$ cat src/verilog/la_pkg.sv
package la_pkg;

   // Bus and datapath widths
   localparam int la_addr_w  = 8;
   localparam int la_data_w  = 32;
   localparam int la_depth_w = 16;
   localparam int la_probe_n = 9;

   // Register map
   localparam logic [la_addr_w-1:0] la_addr_group  = 8'h04;
   localparam logic [la_addr_w-1:0] la_addr_status = 8'h08;
   localparam logic [la_addr_w-1:0] la_addr_trig   = 8'h0C;
   localparam logic [la_addr_w-1:0] la_addr_depth  = 8'h10;
   localparam logic [la_addr_w-1:0] la_addr_down   = 8'h14;
   localparam logic [la_addr_w-1:0] la_addr_arm    = 8'h18;
   localparam logic [la_addr_w-1:0] la_addr_manual = 8'h1C;

   // Capture groups, values 3 to 7 all give the test pattern
   typedef enum logic [2:0] {
      la_group_port    = 3'd0,
      la_group_userio  = 3'd1,
      la_group_debug   = 3'd2,
      la_group_pattern = 3'd3
   } la_group_e;

   typedef logic [5:0] la_trig_sel_t;

   typedef struct packed {
      logic                 psel;
      logic                 penable;
      logic                 pwrite;
      logic [la_addr_w-1:0] paddr;
      logic [la_data_w-1:0] pwdata;
   } la_apb_req_t;

   typedef struct packed {
      logic [3:0] io;
      logic [7:0] userio;
      logic       userio_clk;
      logic [1:0] hs;
      logic       aux_mcx;
      logic       trig_mcx;
      logic       adc_sample_clk;
      logic [8:0] debug;
   } la_probes_t;

   typedef struct packed {
      la_group_e             group;
      la_trig_sel_t          trig_sel;
      logic [la_depth_w-1:0] depth;
      logic [la_depth_w-1:0] downsample;
      logic                  manual;
   } la_config_t;

   // One bit pair per probe, older sample in the upper bit
   typedef logic [la_probe_n-1:0][1:0] la_fifo_word_t;

endpackage

$ cat src/verilog/la_capture.sv
module la_capture (
   input  logic                           observer_clk,
   input  logic                           reset,
   input  logic                           trig_go,
   input  logic                           arm_req,
   input  logic [la_pkg::la_depth_w-1:0]  depth,
   input  logic [la_pkg::la_depth_w-1:0]  downsample,
   input  logic [la_pkg::la_probe_n-1:0]  samples,
   output logic                           armed,
   output logic                           capturing,
   output logic                           fifo_wr,
   output la_pkg::la_fifo_word_t          fifo_wr_data
);

   logic                          capture_go;
   logic                          sample_tick;
   logic                          toggle;
   logic [la_pkg::la_depth_w-1:0] ds_cnt;
   logic [la_pkg::la_depth_w-1:0] sample_cnt;
   la_pkg::la_fifo_word_t         history;

   // No restart while a capture is running
   assign capture_go = trig_go & armed & ~capturing;

   // One sample every downsample+1 cycles, stops after depth samples
   assign sample_tick = capturing && (sample_cnt != depth) && (ds_cnt == downsample);

   always_ff @(posedge observer_clk) begin
      if (reset) begin
         armed      <= 1'b0;
         capturing  <= 1'b0;
         toggle     <= 1'b0;
         fifo_wr    <= 1'b0;
         ds_cnt     <= '0;
         sample_cnt <= '0;
      end else begin
         fifo_wr <= 1'b0;
         if (capture_go) begin
            armed      <= 1'b0;
            capturing  <= 1'b1;
            toggle     <= 1'b0;
            ds_cnt     <= '0;
            sample_cnt <= '0;
         end else begin
            if (arm_req)
               armed <= 1'b1;
            ds_cnt <= (ds_cnt == downsample) ? '0 : ds_cnt + 1'b1;
            if (sample_tick) begin
               sample_cnt <= sample_cnt + 1'b1;
               toggle     <= ~toggle;
               fifo_wr    <= toggle;   // Every second sample completes a pair
            end
            // Held one extra cycle so the last write lands inside the window
            if (capturing && (sample_cnt == depth))
               capturing <= 1'b0;
         end
      end
   end

   always_ff @(posedge observer_clk) begin
      if (sample_tick) begin
         for (int i = 0; i < la_pkg::la_probe_n; i++)
            history[i] <= {history[i][0], samples[i]};
      end
   end

   assign fifo_wr_data = history;

endmodule

$ cat src/verilog/la_probe_select.sv
module la_probe_select (
   input  logic                          observer_clk,
   input  la_pkg::la_probes_t            probes,
   input  la_pkg::la_group_e             group,
   output logic [la_pkg::la_probe_n-1:0] samples
);

   // First register on the asynchronous probe pins
   always_ff @(posedge observer_clk) begin
      case (group)
         la_pkg::la_group_port: begin
            samples[3:0] <= probes.io;
            samples[5:4] <= probes.hs;
            samples[6]   <= probes.aux_mcx;
            samples[7]   <= probes.trig_mcx;
            samples[8]   <= probes.adc_sample_clk;
         end
         la_pkg::la_group_userio: begin
            samples[7:0] <= probes.userio;
            samples[8]   <= probes.userio_clk;
         end
         la_pkg::la_group_debug: begin
            samples <= probes.debug;
         end
         default: begin
            // Alternating pattern, probe 0 high
            samples <= 9'b1_0101_0101;
         end
      endcase
   end

endmodule

$ cat src/verilog/la_regs.sv
module la_regs #(
   parameter logic [la_pkg::la_depth_w-1:0] depth_init = 16
) (
   input  logic                         observer_clk,
   input  logic                         reset,
   input  la_pkg::la_apb_req_t          apb,
   output logic [la_pkg::la_data_w-1:0] prdata,
   input  logic                         armed,
   input  logic                         capturing,
   output la_pkg::la_config_t           cfg,
   output logic                         arm_req
);

   logic wr_en;
   logic rd_en;
   logic arm;
   logic capturing_q;

   // Zero wait state access phase
   assign wr_en = apb.psel & apb.penable & apb.pwrite;
   assign rd_en = apb.psel & apb.penable & ~apb.pwrite;

   always_ff @(posedge observer_clk) begin
      if (reset) begin
         cfg.group      <= la_pkg::la_group_port;
         cfg.trig_sel   <= '0;
         cfg.depth      <= depth_init;
         cfg.downsample <= '0;
         cfg.manual     <= 1'b0;
         arm            <= 1'b0;
         arm_req        <= 1'b0;
         capturing_q    <= 1'b0;
      end else begin
         capturing_q <= capturing;
         arm_req     <= wr_en && (apb.paddr == la_pkg::la_addr_arm) && apb.pwdata[0];

         // ARM drops once the capture has started
         if (capturing & ~capturing_q)
            arm <= 1'b0;

         // A write in the same cycle takes priority over the auto-clear
         if (wr_en) begin
            case (apb.paddr)
               la_pkg::la_addr_group:  cfg.group <= la_pkg::la_group_e'(apb.pwdata[2:0]);
               la_pkg::la_addr_trig:   cfg.trig_sel <= apb.pwdata[5:0];
               la_pkg::la_addr_depth:  cfg.depth <= apb.pwdata[la_pkg::la_depth_w-1:0];
               la_pkg::la_addr_down:   cfg.downsample <= apb.pwdata[la_pkg::la_depth_w-1:0];
               la_pkg::la_addr_manual: cfg.manual <= apb.pwdata[0];
               la_pkg::la_addr_arm:    arm <= apb.pwdata[0];
               default: ;              // STATUS and unmapped are read only
            endcase
         end
      end
   end

   always_comb begin
      prdata = '0;
      if (rd_en) begin
         case (apb.paddr)
            la_pkg::la_addr_group:  prdata[2:0] = cfg.group;
            la_pkg::la_addr_status: prdata[2:0] = {arm, capturing, armed};
            la_pkg::la_addr_trig:   prdata[5:0] = cfg.trig_sel;
            la_pkg::la_addr_depth:  prdata[la_pkg::la_depth_w-1:0] = cfg.depth;
            la_pkg::la_addr_down:   prdata[la_pkg::la_depth_w-1:0] = cfg.downsample;
            la_pkg::la_addr_arm:    prdata[0] = arm;
            la_pkg::la_addr_manual: prdata[0] = cfg.manual;
            default:                prdata = '0;
         endcase
      end
   end

endmodule

$ cat src/verilog/la_top.sv
module la_top #(
   parameter logic [la_pkg::la_depth_w-1:0] depth_init = 16
) (
   input  logic                         observer_clk,
   input  logic                         reset,
   input  la_pkg::la_apb_req_t          apb,
   output logic [la_pkg::la_data_w-1:0] prdata,
   input  la_pkg::la_probes_t           probes,
   output logic                         fifo_wr,
   output la_pkg::la_fifo_word_t        fifo_wr_data,
   output logic                         capture_active
);

   la_pkg::la_config_t            cfg;
   logic                          arm_req;
   logic                          armed;
   logic                          trig_go;
   logic [la_pkg::la_probe_n-1:0] samples;

   la_regs #(.depth_init(depth_init)) la_regs_inst (
      .observer_clk (observer_clk),
      .reset        (reset),
      .apb          (apb),
      .prdata       (prdata),
      .armed        (armed),
      .capturing    (capture_active),
      .cfg          (cfg),
      .arm_req      (arm_req)
   );

   la_trigger la_trigger_inst (
      .observer_clk (observer_clk),
      .reset        (reset),
      .probes       (probes),
      .trig_sel     (cfg.trig_sel),
      .manual       (cfg.manual),
      .trig_go      (trig_go)
   );

   la_probe_select la_probe_select_inst (
      .observer_clk (observer_clk),
      .probes       (probes),
      .group        (cfg.group),
      .samples      (samples)
   );

   la_capture la_capture_inst (
      .observer_clk (observer_clk),
      .reset        (reset),
      .trig_go      (trig_go),
      .arm_req      (arm_req),
      .depth        (cfg.depth),
      .downsample   (cfg.downsample),
      .samples      (samples),
      .armed        (armed),
      .capturing    (capture_active),
      .fifo_wr      (fifo_wr),
      .fifo_wr_data (fifo_wr_data)
   );

endmodule

$ cat src/verilog/la_trigger.sv
module la_trigger (
   input  logic                 observer_clk,
   input  logic                 reset,
   input  la_pkg::la_probes_t   probes,
   input  la_pkg::la_trig_sel_t trig_sel,
   input  logic                 manual,
   output logic                 trig_go
);

   logic       src_sel;
   logic       src_async;
   logic [1:0] sync_q;
   logic       hist_q;

   // Source decode, debug lines take the low codes
   always_comb begin
      if (trig_sel <= 6'd8)
         src_sel = probes.debug[trig_sel[3:0]];
      else if (trig_sel[5])
         src_sel = probes.io[trig_sel[1:0]] ^ trig_sel[3];     // Bit 3 inverts
      else if (trig_sel[3])
         src_sel = probes.userio[trig_sel[2:0]] ^ trig_sel[4]; // Bit 4 inverts
      else
         src_sel = 1'b0;
   end

   assign src_async = src_sel | manual;

   always_ff @(posedge observer_clk) begin
      if (reset) begin
         sync_q  <= '0;
         hist_q  <= 1'b0;
         trig_go <= 1'b0;
      end else begin
         sync_q  <= {sync_q[0], src_async};   // Two-flop synchronizer
         hist_q  <= sync_q[1];
         trig_go <= sync_q[1] & ~hist_q;      // Rising edge only
      end
   end

endmodule
$ cat config.mk
export PLATFORM = sky130hd
export DESIGN_NAME = la_top
export DESIGN_NICKNAME = d
export VERILOG_FILES = /design/src/verilog/la_pkg.sv /design/src/verilog/la_capture.sv /design/src/verilog/la_probe_select.sv /design/src/verilog/la_regs.sv /design/src/verilog/la_top.sv /design/src/verilog/la_trigger.sv
export SDC_FILE = /design/constraint.sdc
export NUM_CORES = 1
export LEC_CHECK = 0
export BUFFER_PORTS_ARGS = -buffer_cell sky130_fd_sc_hd__buf_2
export CAP_MARGIN = 25
export CORE_MARGIN = 2
export CORE_UTILIZATION = 59
export DETAILED_ROUTE_END_ITERATION = 6
export HOLD_SLACK_MARGIN = 0.05
export PLACE_DENSITY = 0.86
export SYNTH_ARGS = -nofsm -noshare
export SYNTH_HDL_FRONTEND = slang
export SYNTH_HIERARCHICAL = 1
export SYNTH_SLANG_ARGS = --single-unit
$ cat constraint.sdc
create_clock -name observer_clk -period 6.48 [get_ports observer_clk]
set_clock_uncertainty 0.15 [all_clocks]
set_input_delay 1.62 -clock observer_clk [delete_from_list [all_inputs] [get_ports observer_clk]]
set_output_delay 1.62 -clock observer_clk [all_outputs]
set_load 0.03 [all_outputs]
==> results.ini, run 1 <==
[detailed_routing]
drt-total-wl_microns = 12800
ant_nets = 0
vias = 4643
first_pass_iters = 5
wl_per_cell_microns = 16.15
drc_errors = 0
drtIter0Drc = 330
avgViaCountPerCell = 5.855

[power]
p_per_area_nw_per_um2 = 194.8
totalPowerFinal_mw = 1.196
ir_drop_uv = 116.0
p_leak_nw = 2.400

[logic_synthesis]
synth_top_cell_area_share = 0.3400
synthDistinctLibCells = 59
synth-xor-area-share = 0.07913
synth_warnings = 6
post-synth-top-area-cell = dfxtp_1
ys.flop_type = dfxtp_1
ys_seq_area_frac = 0.4377
synth_area_leaders = dfxtp_1, edfxtp_1, nand2_1, mux2i_1, a21oi_1
synth_most_common_cell = dfxtp_1
synth_fa_ha_area_frac = 0.004522
synth_edf_count = 18
async_flop_share = 0
synth_area_per_cell_sq_um = 9.208
syn_area_sq_um = 5534
synth_top_family_by_area = simple AND/OR/NAND/NOR gates
synthTopCellsByCount = dfxtp_1, nand2_1, nor2_1
synth_cells = 601
yosys_register_bits = 112
synthSimpleGateAreaFrac = 0.2449
muxShareOfSynthArea = 0.08478
synth_compound_area_frac = 0.09767

[die]
die_x_microns = 100.9
fp-row-count = 35
io_pins = 124
dieArea_sq_um = 10170
die-height_microns = 100.9
start_util = 0.6046
fp.coreArea_sq_um = 9153

[placed_design]
place_hpwl_microns = 9294
portBuffers = 91
placed_cell_area_sq_um = 5931
routabilityCongestion = 0.8831
pre_cts_ws_ns = 1.246

[clocking]
clock_sinks = 112
clk_pin_slew_worst_paths_ns = 0.11
clock_path_buffers = 2
insertion_delay_ns = 0.38
numCtsBuffers = 9
ctsHoldBuffers = 0
post-cts-setup-buffer-count = 0
htreeDepth = 3
root_buffer = clkbuf_8
cts_resized = 0
cts_tree = yes

[cells_and_area]
drive_gt1_frac = 0.1950
fill_cells = 742
area_growth_pct = 10.92
ff_latch_area_sq_um = 2422
multi_input_area_sq_um = 2888
fin_area_sq_um = 6138
diodes = 0
nets = 751

[status]
outcome = finished clean

[worst_setup_path]
reg2reg_setup_slack_ns = 3.55
crit_required_ns = 4.71
worstReg2RegEnd = la_capture_inst/sample_cnt[8]
crit_path_max_fanout = 14
endpoint = prdata[6]
worst_r2r_startpoint = la_capture_inst/ds_cnt[9]
critPathMaxStageDelay_ns = 0.54
path_cells = buf_2 -> or4b_4 -> nor2_1 -> nand2_1 -> nor2_1 -> buf_2
endpoint_kind = output pin
crit_type = in -> out
startpoint = apb[36]
critPathSlowestCell = or4b_4
cp.arrival_ns = 3.54
startpoint_type = input pin
worstRegToRegCells = 7

[global_routing]
grt_max_degree = 51
globalRouteTotalUtil = 0.2503
grt_pass1_vias = 4217
antenna_found_initial = 0
grt_pass1_wl_microns = 20090
grt_overflow = 0

[flow_run]
drv_cap = 0

[sta]
rsz0062_at_grt = no
max_slew_margin = 0.3562
period_share = 0.8189
setup-violations-final = 0
final-hold-violation-count = 0
max_freq_mhz = 188.5
maxSlewViolCount = 0
setup_ws_ns = 1.174
hold-worst-slack_ns = 0.2406
tns_ns = 0
finalCriticalPeriod_ns = 5.306
worst_slew_pin_slew_ns = 0.9585

[worst_hold_path]
hold_path_class = reg -> reg

[where the power goes]
| group | internal [mW] | total (mW) | leakage, nW | switching [mW] |
|---|---|---|---|---|
| Sequential | 0.708 | 0.710 | 0.923 | 0.00119 |
| Clock | 0.154 | 0.414 | 0.103 | 0.260 |
| Combinational | 0.0249 | 0.0724 | 1.38 | 0.0475 |
[cells in the final DEF (no fill, tap or decap), types with 3 or more instances in the layout]
master	instances
dfxtp_1	94
clkbuf_8	9
nor2b_1	13
clkinv_8	3
nor4_1	6
nor2_1	57
a211oi_2	7
and3_1	7
o31ai_1	4
or4_1	8
o21ai_0	8
xor2_1	24
or3_1	8
a21oi_1	47
nand2b_1	9
xnor2_1	26
conb_1	16
a22oi_1	4
nor3_1	10
mux2_2	4
and4_1	3
nand4_1	11
nand2_1	92
mux4_1	3
nand3_1	21
inv_1	4
edfxtp_1	18
buf_2	91
a31oi_1	3
nor4_2	3
mux2i_1	30
[per-layer routing]
metal | track usage | wire [microns] | vias to the layer above
met5 | 0 | 0 | -
met4 | 0.06849 | 165 | 0
met3 | 0.04092 | 828 | 15
met2 | 0.4108 | 6313 | 166
met1 | 0.3440 | 5495 | 2224
li1 | - | - | 2238
[final cells by class]
| class | instances | share of cell area |
|---|---|---|
| Clock inverter | 7 | 0.01366 |
| Inverter | 5 | 0.003057 |
| Timing Repair Buffer | 92 | 0.07542 |
| Clock buffer | 9 | 0.02018 |
| Sequential cell | 112 | 0.3946 |
| Tap cell | 111 | 0.02263 |
| Multi-Input combinational cell | 457 | 0.4704 |
[kinds of logic (layout without fill, tap and decap cells)]
group / after synthesis / in the layout
buf+inv: 47 / 113
flops: 112 / 112
other cells: 1 / 16
fa+ha+maj: 2 / 2
mux: 39 / 39
simple gates: 265 / 265
compound gates: 85 / 85
xor+xnor: 50 / 50
[metrics by stage]
step                        util  std cells
final                     0.6707        793
after global routing      0.6707        793
after CTS                 0.6707        793
after detailed placement  0.6480        777
after global placement    0.6480        777
after floorplan                -        616
[worst min path at each step]
| stage | endpoint | start | cells after the start |
|---|---|---|---|
| floorplan | la_trigger_inst/trig_go | la_trigger_inst/hist_q | 1 |
| global placement | la_trigger_inst/trig_go | la_trigger_inst/hist_q | 1 |
| detailed placement | la_trigger_inst/trig_go | la_trigger_inst/hist_q | 1 |
| CTS | la_trigger_inst/trig_go | la_trigger_inst/hist_q | 1 |
| global route | la_trigger_inst/trig_go | la_trigger_inst/hist_q | 1 |
| finish | la_trigger_inst/trig_go | la_trigger_inst/hist_q | 1 |
[worst max-delay path, delay by kind of cell]
family                 cells  cell delay, ns
buffers and inverters      2            0.44
and+or+nand+nor            4            1.47
[state kept, by name (all words and copies together), names as in the netlist]
register	count
la_capture_inst/fifo_wr_data	18
la_probe_select_inst/samples	9
la_regs_inst/arm	1
la_regs_inst/arm_req	1
la_capture_inst/ds_cnt	16
la_capture_inst/armed	1
la_capture_inst/capturing	1
la_capture_inst/fifo_wr	1
la_capture_inst/toggle	1
la_trigger_inst/hist_q	1
la_trigger_inst/sync_q	2
la_regs_inst/cfg	42
la_capture_inst/sample_cnt	16
la_regs_inst/capturing_q	1
la_trigger_inst/trig_go	1
Note: power is estimated with default switching activity, not from simulation.
==> inputs of run 2 (changes only) <==
- CORE_UTILIZATION: 59 -> 54
- PLACE_DENSITY: 0.86 -> 0.8
- clock period: 6.48 -> 5 ns (I/O delays scaled with it)
==> run 2 against run 1 <==
Effect of this change: critical path depth unchanged; sequential share of layout area shrank 0.14 points; utilization fell by 4.6 points; count of clock-buffer cells in the layout is the same; setup slack got worse by 0.69 ns; combinational power is 29% higher; largest power group unchanged; highest routed layer unchanged.
==> results.ini, run 2 (synthesized netlist as in run 1, its figures left out) <==
[die]
start_util = 0.5610
die-height_microns = 105.2
fp-row-count = 36
die_x_microns = 105.2
fp.coreArea_sq_um = 9864
io_pins = 124
dieArea_sq_um = 11070

[placed_design]
routabilityCongestion = 0.8927
portBuffers = 91
place_hpwl_microns = 9725

[cells_and_area]
drive_gt1_frac = 0.1935
regMostFlops = la_regs_inst/cfg
nets = 751
area_growth_pct = 11.30
largest_register_ffs = 42
diodes = 0
final_cell_mix = dfxtp_1, nand2_1, buf_2
layout_commonest_cell = dfxtp_1

[sta]
max_freq_mhz = 221.5
maxSlewViolCount = 0
setup-violations-final = 0
rsz0062_at_grt = no
worst_slew_pin_slew_ns = 0.9332
tns_ns = 0
finalCriticalPeriod_ns = 4.514
hold-worst-slack_ns = 0.2620
max_slew_margin = 0.3779
period_share = 0.9028
final-hold-violation-count = 0

[clocking]
root_buffer = clkbuf_8
insertion_delay_ns = 0.37
ctsHoldBuffers = 0
post-cts-setup-buffer-count = 0
numCtsBuffers = 9
clock_sinks = 112
htreeDepth = 3
clock_path_buffers = 2
clk_pin_slew_worst_paths_ns = 0.10
cts_resized = 0
cts_tree = yes

[worst_setup_path]
crit_path_max_fanout = 14
reg2reg_setup_slack_ns = 2.13
worstRegToRegCells = 7
startpoint = apb[36]
worstReg2RegEnd = la_capture_inst/sample_cnt[8]
cp.arrival_ns = 3.11
crit_type = in -> out
path_cells = buf_2 -> or4b_4 -> nor2_1 -> nand2_1 -> nor2_1 -> buf_2
endpoint_kind = output pin
endpoint = prdata[6]
startpoint_type = input pin
critPathSlowestCell = or4b_4
worst_r2r_startpoint = la_capture_inst/ds_cnt[5]
crit_required_ns = 3.60
critPathMaxStageDelay_ns = 0.54

[worst_hold_path]
hold_path_class = reg -> reg
hold_path_depth = 0

[global_routing]
antenna_found_initial = 0
grt_pass1_wl_microns = 20960
globalRouteTotalUtil = 0.2364
grt_overflow = 0
grt_pass1_vias = 4351
grt_max_degree = 51

[power]
p_sw_mw = 0.3723
p_seq_frac = 0.589
swShare = 0.2387
power_frac_comb = 0.060
p_leak_nw = 2.400
ir_drop_uv = 184.5
p_int_mw = 1.187
p_per_area_nw_per_um2 = 253.2
pwr-share-clk = 0.351

[status]
outcome = finished clean

[flow_run]
drv_cap = 0

[detailed_routing]
wl_per_cell_microns = 16.02
first_pass_iters = 5
drt-total-wl_microns = 13060
ant_nets = 0
avgViaCountPerCell = 5.691
drc_errors = 0
vias = 4638
drtIter0Drc = 384

## run 2: cell count changes in the layout (fill, tap and decap cells not counted)
| cell | before | now |
|---|---|---|
| inv_6 | 2 | 3 |
| clkinv_1 | 0 | 1 |
| clkinv_8 | 3 | 0 |
| bufinv_16 | 0 | 1 |
## run 2: per-layer routing
layer,vias up,global-route usage,part of all wire
met1,2191,0.3089,0.44
met3,31,0.04576,0.058
met4,0,0.09238,0.022
met5,-,0,0
li1,2241,-,-
met2,175,0.3866,0.48
## run 2: cell type report
| cell class | instances | area [sq um] |
|---|---|---|
| clock buffers | 9 | 123.9 |
| flip-flops and latches | 112 | 2422 |
| inverters | 5 | 18.77 |
| repair buffers | 92 | 462.9 |
| clock inverters | 7 | 77.57 |
| multi-input cells | 457 | 2888 |
| fillers | 854 | 3705 |
| well taps | 133 | 166.4 |
## run 2: power groups by stage
stage	registers, mW	logic, mW	clock network (mW)
2_1_floorplan	0.939	0.0626	0
3_3_place_gp	0.940	0.0893	0
3_5_place_dp	0.940	0.0910	0
4_1_cts	0.919	0.0912	0.557
5_1_grt	0.920	0.0993	0.592
6_report	0.919	0.0932	0.547
## run 2: per-stage QoR
stage / instance area, sq um / total power [mW] / util / cells / setup WS [ns]
6_report: 6160 / 1.560 / 0.6244 / 815 / 0.4861
5_1_grt: 6160 / 1.611 / 0.6244 / 815 / 0.3217
4_1_cts: 6160 / 1.568 / 0.6244 / 815 / 0.5358
3_5_place_dp: 5958 / 1.031 / 0.6040 / 799 / 0.5416
3_3_place_gp: 5958 / 1.029 / 0.6040 / 799 / 0.5316
2_1_floorplan: 5590 / 1.002 / - / 616 / 0.6969
## run 2: how the worst min path moves through the flow
stage                                    start                                to  slack, ns
2_1_floorplan           la_trigger_inst/hist_q           la_trigger_inst/trig_go       0.22
3_3_place_gp            la_trigger_inst/hist_q           la_trigger_inst/trig_go       0.23
3_5_place_dp   la_probe_select_inst/samples[7]  la_capture_inst/fifo_wr_data[14]       0.24
4_1_cts        la_probe_select_inst/samples[7]  la_capture_inst/fifo_wr_data[14]       0.27
5_1_grt        la_probe_select_inst/samples[4]   la_capture_inst/fifo_wr_data[8]       0.27
6_report       la_probe_select_inst/samples[7]  la_capture_inst/fifo_wr_data[14]       0.26
## run 2: critical path: cells and delay by family
family	cells	cell delay, ns
buffers and inverters	2	0.45
and+or+nand+nor	4	1.41
